<file path="src/hw/mips_pkg.sv">
package mips_pkg;

	// datapath and register file geometry
	localparam int XLEN       = 32;
	localparam int REG_ADDR_W = 5;
	localparam int NUM_REGS   = 32;
	localparam int STRB_W     = XLEN / 8;
	localparam int PERF_W     = 32;

	// the all-zero word is the architectural nop
	localparam logic [XLEN-1:0] NOP_WORD = '0;

	// one state per step of the multi-cycle sequence
	typedef enum logic [3:0] {
		ST_RST,
		ST_IF,
		ST_IW,
		ST_ID,
		ST_EX,
		ST_LD,
		ST_ST,
		ST_RDW,
		ST_WB
	} state_e;

	// primary opcode field, bits 31:26
	typedef enum logic [5:0] {
		OP_SPECIAL = 6'b000000,
		OP_J       = 6'b000010,
		OP_BEQ     = 6'b000100,
		OP_BNE     = 6'b000101,
		OP_ADDIU   = 6'b001001,
		OP_ANDI    = 6'b001100,
		OP_ORI     = 6'b001101,
		OP_LUI     = 6'b001111,
		OP_LW      = 6'b100011,
		OP_SW      = 6'b101011
	} opcode_e;

	// function field of SPECIAL, bits 5:0
	typedef enum logic [5:0] {
		FN_ADDU = 6'b100001,
		FN_SUBU = 6'b100011,
		FN_AND  = 6'b100100,
		FN_OR   = 6'b100101,
		FN_SLT  = 6'b101010
	} funct_e;

	typedef enum logic [2:0] {
		ALU_ADD,
		ALU_SUB,
		ALU_AND,
		ALU_OR,
		ALU_SLT
	} alu_op_e;

	// the FSM only cares about this grouping
	typedef enum logic [2:0] {
		CLS_ALU,
		CLS_LOAD,
		CLS_STORE,
		CLS_BRANCH,
		CLS_JUMP,
		CLS_NOP
	} inst_class_e;

	typedef enum logic [1:0] {
		WB_ALU,
		WB_MEM,
		WB_UPPER_IMM
	} wb_sel_e;

	typedef struct packed {
		inst_class_e           inst_class;
		alu_op_e               alu_op;
		// operand b from the immediate instead of rt
		logic                  imm_sel;
		// zero- rather than sign-extend the immediate
		logic                  zero_ext;
		wb_sel_e               wb_sel;
		logic [REG_ADDR_W-1:0] dest;
		logic                  reg_write;
		// invert the zero test, bne
		logic                  branch_ne;
	} ctrl_t;

	typedef struct packed {
		logic [XLEN-1:0]   addr;
		logic              read;
		logic              write;
		logic [XLEN-1:0]   wdata;
		logic [STRB_W-1:0] strb;
	} mem_req_t;

	typedef struct packed {
		logic                  wen;
		logic [REG_ADDR_W-1:0] waddr;
		logic [XLEN-1:0]       wdata;
		logic [XLEN-1:0]       pc;
	} retire_t;

	typedef struct packed {
		logic [PERF_W-1:0] cycles;
		logic [PERF_W-1:0] fetched;
		logic [PERF_W-1:0] mem_stall;
		logic [PERF_W-1:0] br_taken;
	} perf_t;

endpackage

</file>
<file path="src/hw/mips_fsm.sv">
`timescale 1ns/1ps

module mips_fsm import mips_pkg::*; (
	input  logic        clk,
	input  logic        rst,
	input  inst_class_e inst_class,
	input  logic        inst_req_ready,
	input  logic        inst_valid,
	input  logic        mem_req_ready,
	input  logic        read_data_valid,
	output state_e      state,
	output logic        inst_req_valid,
	output logic        inst_ready,
	output logic        read_data_ready
);

	state_e next_state;

	always_ff @(posedge clk) begin
		if (rst) begin
			state <= ST_RST;
		end else begin
			state <= next_state;
		end
	end

	always_comb begin
		next_state = state;
		case (state)
			ST_RST: next_state = ST_IF;
			// wait for the fetch request to be taken
			ST_IF: if (inst_req_ready) next_state = ST_IW;
			// wait for the instruction word
			ST_IW: if (inst_valid) next_state = ST_ID;
			// a nop needs no execute step
			ST_ID: next_state = (inst_class == CLS_NOP) ? ST_IF : ST_EX;
			ST_EX: begin
				case (inst_class)
					CLS_ALU:   next_state = ST_WB;
					CLS_LOAD:  next_state = ST_LD;
					CLS_STORE: next_state = ST_ST;
					// branch, jump and anything left over refetch
					default:   next_state = ST_IF;
				endcase
			end
			ST_LD: if (mem_req_ready) next_state = ST_RDW;
			ST_ST: if (mem_req_ready) next_state = ST_IF;
			ST_RDW: if (read_data_valid) next_state = ST_WB;
			ST_WB: next_state = ST_IF;
			default: next_state = ST_RST;
		endcase
	end

	// handshake enables come straight from the state
	assign inst_req_valid  = (state == ST_IF);
	// also ready in RST so nothing left over from reset hangs the bus
	assign inst_ready      = (state == ST_RST) || (state == ST_IW);
	assign read_data_ready = (state == ST_RST) || (state == ST_RDW);

endmodule

</file>
<file path="src/hw/mips_decoder.sv">
`timescale 1ns/1ps

module mips_decoder import mips_pkg::*; (
	input  logic [XLEN-1:0] instr,
	output ctrl_t           ctrl
);

	opcode_e               opcode;
	funct_e                funct;
	logic [REG_ADDR_W-1:0] rt;
	logic [REG_ADDR_W-1:0] rd;

	// instruction fields
	assign opcode = opcode_e'(instr[31:26]);
	assign funct  = funct_e'(instr[5:0]);
	assign rt     = instr[20:16];
	assign rd     = instr[15:11];

	always_comb begin
		// defaults describe a nop writing nothing
		ctrl            = '0;
		ctrl.inst_class = CLS_NOP;
		ctrl.alu_op     = ALU_ADD;
		ctrl.wb_sel     = WB_ALU;
		ctrl.dest       = rt;
		if (instr != NOP_WORD) begin
			case (opcode)
				OP_SPECIAL: begin
					// register form writes rd
					ctrl.dest = rd;
					ctrl.inst_class = CLS_ALU;
					ctrl.reg_write = 1'b1;
					case (funct)
						FN_ADDU: ctrl.alu_op = ALU_ADD;
						FN_SUBU: ctrl.alu_op = ALU_SUB;
						FN_AND:  ctrl.alu_op = ALU_AND;
						FN_OR:   ctrl.alu_op = ALU_OR;
						FN_SLT:  ctrl.alu_op = ALU_SLT;
						default: begin
							// unknown function code
							ctrl.inst_class = CLS_NOP;
							ctrl.reg_write = 1'b0;
						end
					endcase
				end
				OP_J: ctrl.inst_class = CLS_JUMP;
				OP_BEQ, OP_BNE: begin
					// rs - rt, taken on the zero flag
					ctrl.inst_class = CLS_BRANCH;
					ctrl.alu_op = ALU_SUB;
					ctrl.branch_ne = (opcode == OP_BNE);
				end
				OP_ADDIU, OP_ANDI, OP_ORI, OP_LUI: begin
					ctrl.inst_class = CLS_ALU;
					ctrl.imm_sel = 1'b1;
					ctrl.reg_write = 1'b1;
					// logic immediates are zero-extended
					ctrl.zero_ext = (opcode == OP_ANDI) || (opcode == OP_ORI);
					if (opcode == OP_ANDI) ctrl.alu_op = ALU_AND;
					if (opcode == OP_ORI) ctrl.alu_op = ALU_OR;
					if (opcode == OP_LUI) ctrl.wb_sel = WB_UPPER_IMM;
				end
				OP_LW: begin
					// address is rs + offset
					ctrl.inst_class = CLS_LOAD;
					ctrl.imm_sel = 1'b1;
					ctrl.wb_sel = WB_MEM;
					ctrl.reg_write = 1'b1;
				end
				OP_SW: begin
					ctrl.inst_class = CLS_STORE;
					ctrl.imm_sel = 1'b1;
				end
				default: ctrl.inst_class = CLS_NOP;
			endcase
		end
	end

endmodule

</file>
<file path="src/hw/reg_file.sv">
`timescale 1ns/1ps

module reg_file import mips_pkg::*; (
	input  logic                  clk,
	input  logic [REG_ADDR_W-1:0] raddr1,
	input  logic [REG_ADDR_W-1:0] raddr2,
	output logic [XLEN-1:0]       rdata1,
	output logic [XLEN-1:0]       rdata2,
	input  logic                  wen,
	input  logic [REG_ADDR_W-1:0] waddr,
	input  logic [XLEN-1:0]       wdata
);

	logic [XLEN-1:0] regs [NUM_REGS];

	// single write port, r0 never stored
	always_ff @(posedge clk) begin
		if (wen && (waddr != '0)) begin
			regs[waddr] <= wdata;
		end
	end

	// asynchronous reads, r0 reads as zero
	assign rdata1 = (raddr1 == '0) ? '0 : regs[raddr1];
	assign rdata2 = (raddr2 == '0) ? '0 : regs[raddr2];

endmodule

</file>
<file path="src/hw/mips_alu.sv">
`timescale 1ns/1ps

module mips_alu import mips_pkg::*; (
	input  logic [XLEN-1:0] a,
	input  logic [XLEN-1:0] b,
	input  alu_op_e         op,
	output logic [XLEN-1:0] result,
	output logic            zero
);

	always_comb begin
		case (op)
			ALU_ADD: result = a + b;
			ALU_SUB: result = a - b;
			ALU_AND: result = a & b;
			ALU_OR:  result = a | b;
			// signed compare, result is 0 or 1
			ALU_SLT: result = {{(XLEN-1){1'b0}}, $signed(a) < $signed(b)};
			default: result = '0;
		endcase
	end

	// beq and bne look only at this flag
	assign zero = (result == '0);

endmodule

</file>
<file path="src/hw/mips_datapath.sv">
`timescale 1ns/1ps

module mips_datapath import mips_pkg::*; (
	input  logic            clk,
	input  logic            rst,
	input  state_e          state,
	input  ctrl_t           ctrl,
	input  logic [XLEN-1:0] instruction,
	input  logic            inst_fire,
	input  logic [XLEN-1:0] read_data,
	input  logic            read_fire,
	output logic [XLEN-1:0] pc,
	output logic [XLEN-1:0] instr,
	output mem_req_t        mem_req,
	output retire_t         retire,
	output logic            branch_taken
);

	logic [XLEN-1:0] fetch_pc;
	logic [XLEN-1:0] op_a;
	logic [XLEN-1:0] op_b;
	logic [XLEN-1:0] result_q;
	logic [XLEN-1:0] rdata_q;
	logic [XLEN-1:0] rf_rdata1;
	logic [XLEN-1:0] rf_rdata2;
	logic [XLEN-1:0] imm_ext;
	logic [XLEN-1:0] alu_b;
	logic [XLEN-1:0] alu_result;
	logic            alu_zero;
	logic [XLEN-1:0] pc_plus4;
	logic [XLEN-1:0] br_target;
	logic [XLEN-1:0] j_target;
	logic [XLEN-1:0] wb_value;
	logic            rf_wen;
	logic [15:0]     imm;

	assign imm = instr[15:0];
	assign imm_ext = ctrl.zero_ext ? {16'b0, imm} : {{16{imm[15]}}, imm};

	// dedicated adders, the ALU is left to the instruction
	assign pc_plus4 = pc + 32'd4;
	// pc already holds PC+4 once decode starts
	assign br_target = pc + {{14{imm[15]}}, imm, 2'b00};
	assign j_target = {pc[31:28], instr[25:0], 2'b00};

	// taken when equal for beq, when not equal for bne
	assign branch_taken = (state == ST_EX) && (ctrl.inst_class == CLS_BRANCH) &&
		(alu_zero ^ ctrl.branch_ne);

	always_ff @(posedge clk) begin
		if (rst) begin
			pc <= '0;
		end else if ((state == ST_IW) && inst_fire) begin
			pc <= pc_plus4;
		end else if (branch_taken) begin
			pc <= br_target;
		end else if ((state == ST_EX) && (ctrl.inst_class == CLS_JUMP)) begin
			pc <= j_target;
		end
	end

	// instruction word and its address, kept for decode and retire
	always_ff @(posedge clk) begin
		if ((state == ST_IW) && inst_fire) begin
			instr <= instruction;
			fetch_pc <= pc;
		end
	end

	// operands sampled in ID, held through EX and the memory steps
	always_ff @(posedge clk) begin
		if (state == ST_ID) begin
			op_a <= rf_rdata1;
			op_b <= rf_rdata2;
		end
	end

	// lui bypasses the ALU, its value is ready at once
	always_ff @(posedge clk) begin
		if (state == ST_EX) begin
			result_q <= (ctrl.wb_sel == WB_UPPER_IMM) ? {imm, 16'b0} : alu_result;
		end
	end

	always_ff @(posedge clk) begin
		if (read_fire) begin
			rdata_q <= read_data;
		end
	end

	assign alu_b = ctrl.imm_sel ? imm_ext : op_b;

	mips_alu alu_i (
		.a      (op_a),
		.b      (alu_b),
		.op     (ctrl.alu_op),
		.result (alu_result),
		.zero   (alu_zero)
	);

	// write-back source, r0 reports zero like the register itself
	assign wb_value = (ctrl.dest == '0) ? '0 :
		(ctrl.wb_sel == WB_MEM) ? rdata_q : result_q;
	assign rf_wen = (state == ST_WB) && ctrl.reg_write;

	reg_file reg_file_i (
		.clk    (clk),
		.raddr1 (instr[25:21]),
		.raddr2 (instr[20:16]),
		.rdata1 (rf_rdata1),
		.rdata2 (rf_rdata2),
		.wen    (rf_wen),
		.waddr  (ctrl.dest),
		.wdata  (wb_value)
	);

	// word accesses only, low address bits dropped
	assign mem_req.addr = {result_q[XLEN-1:2], 2'b00};
	assign mem_req.read = (state == ST_LD);
	assign mem_req.write = (state == ST_ST);
	assign mem_req.wdata = op_b;
	assign mem_req.strb = '1;

	assign retire.wen = rf_wen;
	assign retire.waddr = ctrl.dest;
	assign retire.wdata = wb_value;
	assign retire.pc = fetch_pc;

endmodule

</file>
<file path="src/hw/perf_counters.sv">
`timescale 1ns/1ps

module perf_counters import mips_pkg::*; (
	input  logic   clk,
	input  logic   rst,
	input  state_e state,
	input  logic   inst_req_ready,
	input  logic   mem_req_ready,
	input  logic   read_data_valid,
	input  logic   branch_taken,
	output perf_t  perf
);

	logic fetch_ev;
	logic stall_ev;

	// fetch request accepted this cycle
	assign fetch_ev = (state == ST_IF) && inst_req_ready;

	// request held without ready, or waiting on read data
	assign stall_ev = (((state == ST_LD) || (state == ST_ST)) && !mem_req_ready) ||
		((state == ST_RDW) && !read_data_valid);

	always_ff @(posedge clk) begin
		if (rst) begin
			perf <= '0;
		end else begin
			perf.cycles <= perf.cycles + 1'b1;
			if (fetch_ev) begin
				perf.fetched <= perf.fetched + 1'b1;
			end
			if (stall_ev) begin
				perf.mem_stall <= perf.mem_stall + 1'b1;
			end
			if (branch_taken) begin
				perf.br_taken <= perf.br_taken + 1'b1;
			end
		end
	end

endmodule

</file>
<file path="src/hw/mips_core.sv">
`timescale 1ns/1ps

module mips_core import mips_pkg::*; (
	input  logic            clk,
	input  logic            rst,
	// fetch request
	output logic [XLEN-1:0] pc,
	output logic            inst_req_valid,
	input  logic            inst_req_ready,
	// fetch response
	input  logic [XLEN-1:0] instruction,
	input  logic            inst_valid,
	output logic            inst_ready,
	// data request
	output mem_req_t        mem_req,
	input  logic            mem_req_ready,
	// read response
	input  logic [XLEN-1:0] read_data,
	input  logic            read_data_valid,
	output logic            read_data_ready,
	output retire_t         retire,
	output perf_t           perf
);

	state_e          state;
	ctrl_t           ctrl;
	logic [XLEN-1:0] instr;
	logic            inst_fire;
	logic            read_fire;
	logic            branch_taken;

	// a transfer happens when both sides agree
	assign inst_fire = inst_ready && inst_valid;
	assign read_fire = read_data_ready && read_data_valid;

	mips_fsm fsm_i (
		.clk             (clk),
		.rst             (rst),
		.inst_class      (ctrl.inst_class),
		.inst_req_ready  (inst_req_ready),
		.inst_valid      (inst_valid),
		.mem_req_ready   (mem_req_ready),
		.read_data_valid (read_data_valid),
		.state           (state),
		.inst_req_valid  (inst_req_valid),
		.inst_ready      (inst_ready),
		.read_data_ready (read_data_ready)
	);

	mips_decoder decoder_i (
		.instr (instr),
		.ctrl  (ctrl)
	);

	mips_datapath datapath_i (
		.clk          (clk),
		.rst          (rst),
		.state        (state),
		.ctrl         (ctrl),
		.instruction  (instruction),
		.inst_fire    (inst_fire),
		.read_data    (read_data),
		.read_fire    (read_fire),
		.pc           (pc),
		.instr        (instr),
		.mem_req      (mem_req),
		.retire       (retire),
		.branch_taken (branch_taken)
	);

	perf_counters perf_i (
		.clk             (clk),
		.rst             (rst),
		.state           (state),
		.inst_req_ready  (inst_req_ready),
		.mem_req_ready   (mem_req_ready),
		.read_data_valid (read_data_valid),
		.branch_taken    (branch_taken),
		.perf            (perf)
	);

endmodule

</file>
<file path="config.mk">
export PLATFORM = sky130hd
export DESIGN_NAME = mips_core
export DESIGN_NICKNAME = d
export VERILOG_FILES = /design/src/hw/mips_pkg.sv /design/src/hw/mips_fsm.sv /design/src/hw/mips_decoder.sv /design/src/hw/reg_file.sv /design/src/hw/mips_alu.sv /design/src/hw/mips_datapath.sv /design/src/hw/perf_counters.sv /design/src/hw/mips_core.sv
export SDC_FILE = /design/constraint.sdc
export NUM_CORES = 2
export LEC_CHECK = 0
export BUFFER_PORTS_ARGS = -buffer_cell sky130_fd_sc_hd__buf_2
export CAP_MARGIN = 20
export CORE_MARGIN = 3
export CORE_UTILIZATION = 62
export CTS_BUF_LIST = sky130_fd_sc_hd__clkbuf_4 sky130_fd_sc_hd__clkbuf_8 sky130_fd_sc_hd__clkbuf_16
export CTS_CLUSTER_SIZE = 8
export DETAILED_ROUTE_END_ITERATION = 16
export GPL_ROUTABILITY_DRIVEN = 1
export PLACE_DENSITY_LB_ADDON = 0.1
export SLEW_MARGIN = 20
export SYNTH_ARGS = -nofsm -noshare
export SYNTH_HDL_FRONTEND = slang
export SYNTH_HIERARCHICAL = 1
export SYNTH_SLANG_ARGS = --single-unit
</file>
<file path="constraint.sdc">
create_clock -name clk -period 9.29 [get_ports clk]
set_input_delay 1.3935 -clock clk [delete_from_list [all_inputs] [get_ports clk]]
set_output_delay 1.3935 -clock clk [all_outputs]
set_load 0.03 [all_outputs]
</file>
# After elaboration in Yosys (flattened, before gate mapping)
# Memories as Yosys holds them, arrays and structs flattened. A register that Yosys moved wholly into a read port is not among the register bits.
# Cells that the tools add are included.
op_classes:
  n_addsub: 8
  magnitude_cmp: 1
  eq_ne: 38
  mux: 34
  n_bitwise: 3
  n_reduce_logical: 37
ops:
  columns: ["cell", "n"]
  rows:
  - ["32-bit 2-to-1 mux", 7]
  - ["32-bit one-hot mux with 5 select lines", 1]
  - ["32-bit by 1-bit adder with 32-bit output (second input constant)", 4]
  - ["32-bit adder", 2]
  - ["6-bit equality test (second input constant)", 7]
  - ["32-bit by 3-bit adder with 32-bit output (second input constant)", 1]
  - ["32-bit bitwise AND", 1]
  - ["32-bit zero test", 1]
  - ["32-bit less-than comparator", 1]
  - ["32-bit OR", 1]
  - ["4-bit one-hot mux with 8 select lines", 1]
  - ["32-bit nonzero test", 1]
  - ["32-bit subtractor", 1]
  - ["28-bit 2-to-1 mux", 1]
  - ["6-bit by 4-bit equality test with 1-bit output (second input constant)", 4]
  - ["4-bit 2-to-1 mux", 5]
  - ["3-bit one-hot mux with 6 select lines", 1]
  - ["17-bit 2-to-1 mux", 1]
  - ["4-bit by 3-bit equality test with 1-bit output (second input constant)", 4]
  - ["5-bit zero test", 3]
  - ["3-bit by 2-bit equality test with 1-bit output (second input constant)", 4]
  - ["6-bit by 3-bit equality test with 1-bit output (second input constant)", 2]
  - ["3-bit one-hot mux with 4 select lines", 1]
  - ["4-bit one-hot mux with 3 select lines", 1]
  - ["other kinds (32)", 65]
totals:
  reg_bits: 292
  ram_bits: 1024
  in_bits: 70
  out_inout_bits: 303
  wordCells: 134
  n_memories: 1
mem_list:
  columns: ["name", "words", "width", "rd", "rd_clocked_by_memory_dff", "wr", "line_no", "source"]
  rows:
  - ["datapath_i.reg_file_i.regs", 32, 32, 2, 2, 1, "reg_file.sv:14", "logic [XLEN-1:0] regs [NUM_REGS];"]

# Longest topological paths before layout
logic_depth:
  word_depth: 14
  ltp_mapped: 32
  ltp_nobuf: 27

# Cells and area by module
# Netlist, hierarchy kept.
by_module_without_submodules:
  columns: ["module", "n_inst", "cells_per_inst", "area_each_um2", "seq_area_each_um2"]
  rows:
  - ["reg_file", 1, 2564, 47904.7, 30749.5]
  - ["mips_datapath", 1, 922, 10691.5, 6306.0]
  - ["perf_counters", 1, 748, 6299.8, 2562.5]
  - ["mips_alu", 1, 804, 5228.8, 0.0]
  - ["mips_decoder", 1, 66, 484.2, 0.0]
  - ["mips_fsm", 1, 52, 416.6, 80.1]
  - ["mips_core", 1, 2, 12.5, 0.0]

# Least setup slack after synthesis
# OpenSTA, ideal clock, no wires.
synth_timing:
  kind: "register to register"
  start: "reg datapath_i.instr[28]"
  end: "reg, netlist name perf_i/perf[17]"
  setup_ns: 0.070
  arrival_ns: 6.378
  t_required_ns: 9.220
  slack_ns: 2.841
  path_stages_with_launch: 30
  path_buffers: 6
  period_less_slack_ns: 6.449
  path_cell_list: "edfxtp_1 > clkbuf_1 > maj3_1 > nand3_1 > a21oi_1 > clkbuf_1 > clkbuf_1 > mux2_2 > inv_1 > ha_1 > buf_6 > a211oi_2 > o21ai_1 > and2_1 > or3_1 > a31oi_1 > nand4b_1 > a2111oi_2 > nand4b_1 > a2111oi_2 > and4bb_1 > and4b_1 > xor2_1 > and4_1 > buf_2 > and4_1 > clkbuf_1 > nand4_1 > or4_1 > a21oi_1"
synth_rtl:
  columns: ["item", "line_no", "source"]
  rows:
  - ["from (decl)", "mips_datapath.sv:13", "output logic [XLEN-1:0] instr,"]
  - ["from (signal assigned)", "mips_datapath.sv:65", "instr <= instruction;"]

==> out/qor.csv <==
stage,metric,value,unit
status,status,"complete, no violations",
sta,finalCritPeriodShare,0.871,
cts,root_buffer,clkbuf_16,
placement,gp_congestion,0.961,
critical_path,crit_path_start_kind,flop,
global_route,grt_pass1_wl,337,mm
routing,drc,0,
synth,synth_top_area_share,0.513,
floorplan,die_area,0.119,mm2
cts,cts_tree,yes,
global_route,grt_pass1_vias,49117,
synth,netlist_area,0.0710,mm2
routing,vias,51416,
cts,cts_buffers,190,
cts,htree_num_levels,4,
sta,rsz0062_at_grt,no,
layout,fillerInstances,7595,
routing,antenna_left,0,
routing,dr.pass1.iters,8,
floorplan,floorplan.initialDensity,0.628,
critical_path,crit_family,simple AND/OR/NAND/NOR gates,
sta,setup-tns-final,0,ns
sta,fin_crit,8.09,ns
critical_path,critPathBufInv,1,
power_and_ir_drop,p_sw_frac,0.234,
synth,synth_area_leaders,"edfxtp_1 51%, mux4_2 10%, mux2i_1 4.7%",
power_and_ir_drop,max-vdd-ir-drop,0.000200,V
global_route,grt.total_usage,0.396,
power_and_ir_drop,p_int,11000,uW
sta,slew_violations,0,
routing,drt_wl_total,238,mm
synth,seq_area_frac_synth,0.559,
synth,synth_area_leader_cell,edfxtp_1,
routing,viasPerCell,7.29,
critical_path,crit_arrival,8.76,ns
placement,port-buffer-count,362,
sta,fmax,124,MHz
floorplan,core,0.113,mm2
floorplan,die_h,344,um
routing,drtIter0Drc,7143,
cts,clk_latency,0.82,ns
cts,cts_setup_buffers,0,
synth,synthDistinctLibCells,120,
floorplan,die_x,344,um
critical_path,crit_type,reg -> reg,
cts,cts.sinks,1376,
sta,hold_viol_final,0,
cts,ctsResizeCount,0,
critical_path,critPathCaptureType,flop,
sta,tightest_slew,1.30,ns
cts,clock_path_buffers,3,
synth,synthArstFlopShare,0,
synth,synth_edf_count,1214,
global_route,grt_antenna_before_repair,17,
routing,wl_per_cell,33.7,um
synth,ys_ff_latch,1376,
synth,syn_area_per_cell,13.8,um2
cts,hold_buffers,0,
power_and_ir_drop,p_comb_frac,0.080,
worst_hold_path,hold_class,reg -> reg,
cts,cts.clk_slew.worst_paths,0.06,ns
power_and_ir_drop,p_sw,3350,uW
sta,whs,0.484,ns
layout,syn2layout_area_growth,12.4,%
power_and_ir_drop,leakage,0.0280,uW
critical_path,slowest_stage,nand3b_1,
floorplan,rows,123,
floorplan,top_level_ports,373,
power_and_ir_drop,pwr-share-clk,0.444,
critical_path,cpPeakStageDelay,0.62,ns
critical_path,worstPathRequired,9.96,ns
critical_path,crit_path_max_fanout,16,
synth,syn_inst,5158,
layout,drive_above_1_share,0.245,
global_route,gr-total-overflow,0,
flow_run,drv_cap,0,
sta,skew,0.0448,ns
global_route,grt_max_degree,120,
power_and_ir_drop,power_density,180,mW/mm2
layout,fin_nets,5712,
synth,synth_ff_type,edfxtp_1,
synth,yosys_warnings,6,
placement,place_hpwl,141,mm
sta,relSlewSlack,0.133,
power_and_ir_drop,p_total,14300,uW
power_and_ir_drop,seq_power_share,0.476,
sta,setup_violations,0,
critical_path,worstPathCellList,"or3b_1, nor3b_1, nand3b_1, o21ai_0, inv_1, ha_1, nand2_1, o21ai_0, o21bai_1, o211ai_1, a211oi_2, o21ai_1, o311a_1, mux2i_1, o211ai_1, nor4_1, and4b_1, xor2_1, and4_1, and3_1, nand4_1, nor4_1, mux2_2",
cells by family (layout without fill, tap and decap cells):
logic type                 Yosys count  in the layout  synth area share
DFF                               1376           1376             0.559
and+or+nand+nor                   1149           1149            0.0854
AOI/OAI and AO/OA                 1060           1060             0.103
muxes                              807            807             0.180
buffers and inverters              535            886            0.0367
adders and majority gates          143            143            0.0255
xor gates and xnor gates            85             85            0.0105
other                                3             51          0.000159
worst paths after layout:
check	start	endpoint	slack [ns]	cells past startpoint
worst max-delay path	datapath_i/instr[27]$_DFFE_PP_	perf_i/perf[18]$_SDFFE_PP0P_	1.20	23
worst max register to register	datapath_i/instr[27]$_DFFE_PP_	perf_i/perf[18]$_SDFFE_PP0P_	1.20	23
worst min register to register	datapath_i/pc[31]$_SDFFE_PP0P_	datapath_i/fetch_pc[31]$_DFFE_PP_	0.48	0
worst min-delay path	datapath_i/pc[31]$_SDFFE_PP0P_	datapath_i/fetch_pc[31]$_DFFE_PP_	0.48	0
per-stage QoR:
stage	setup slack, ns	util	cell area, um2	std cells
2_1_floorplan	2.84	-	71200	5197
4_1_cts	1.28	0.706	79800	7048
5_1_grt	0.549	0.706	79800	7052
3_3_place_gp	1.49	0.658	74400	6808
3_5_place_dp	1.36	0.658	74400	6808
6_report	1.20	0.706	79900	7057
placed cells by master (no fill, tap or decap), types with 45 or more instances in the layout:
master     instances
dfxtp_1          162
xnor2_1           45
nor3_1            52
inv_1            136
edfxtp_1        1214
clkbuf_16        195
o21ai_0          174
nand4_1           99
o221ai_1          76
buf_4            135
o31ai_1           51
ha_1             139
a21oi_1          255
a221oi_1          47
mux4_2           316
mux2i_1          334
a211oi_1          79
buf_2            361
nor2b_1           70
nor2_1           197
nand3_1           95
mux2_2           115
nand2_1          287
or4_1             56
or3_1             45
a22oi_1           71
cell type report:
| cell class | instances | area [um2] | area share |
|---|---|---|---|
| Clock inverter | 11 | 244 | 0.00306 |
| Clock buffer | 229 | 5130 | 0.0643 |
| Sequential cell | 1376 | 39700 | 0.497 |
| Antenna cell | 9 | 22.5 | 0.000282 |
| Inverter | 142 | 536 | 0.00671 |
| Timing Repair Buffer | 504 | 2970 | 0.0372 |
| Multi-Input combinational cell | 3286 | 29400 | 0.368 |
| Tap cell | 1500 | 1880 | 0.0235 |
cells in the mapped netlist (11+ instances only):
library cell / count
mux4_2: 316
nor3_1: 52
inv_1: 139
mux4_1: 36
a211oi_2: 14
or3_1: 46
o31ai_1: 51
a21o_1: 16
a311oi_1: 34
a22oi_1: 71
o21a_1: 11
mux2_2: 115
a211oi_1: 79
a221oi_1: 47
nor4_1: 26
nand2b_1: 16
nand2_1: 287
buf_4: 100
clkbuf_1: 190
xnor2_1: 45
a31oi_1: 18
o221ai_1: 76
nor2_1: 233
ha_1: 139
and2_1: 31
o21ai_0: 174
nand4_1: 99
a221oi_2: 17
nor2b_1: 76
edfxtp_1: 1214
mux2i_1: 334
nand3_1: 95
xor2_1: 40
and3_1: 29
a21oi_1: 288
and4_1: 20
o211ai_1: 28
buf_2: 76
dfxtp_1: 162
buf_6: 16
o22ai_1: 23
or4_1: 56
sequential cells by signal (all words and copies together) (netlist names):
| register | count |
|---|---|
| datapath_i/reg_file_i/regs | 1024 |
| perf_i/perf | 128 |
| datapath_i/instr | 32 |
| datapath_i/op_a | 32 |
| datapath_i/op_b | 32 |
| datapath_i/rdata_q | 32 |
| datapath_i/result_q | 32 |
| datapath_i/fetch_pc | 30 |
| datapath_i/pc | 30 |
| fsm_i/state | 4 |
power by group through the flow:
stage | Clock, uW | Combinational [uW] | Sequential (uW)
CTS | 6410 | 1120 | 6830
global placement | 0 | 1120 | 6940
finish | 6370 | 1150 | 6830
floorplan | 0 | 738 | 6960
global route | 6660 | 1220 | 6820
detailed placement | 0 | 1120 | 6940
metal layers:
layer  GRT usage  wire (um)  up-vias
met5           0         41        -
met2       0.603     108000     3795
met3       0.123      32000      780
li1            -          -    21265
met4       0.201      13100        6
met1       0.517      84600    25570
(Power assumes the default switching activity.)
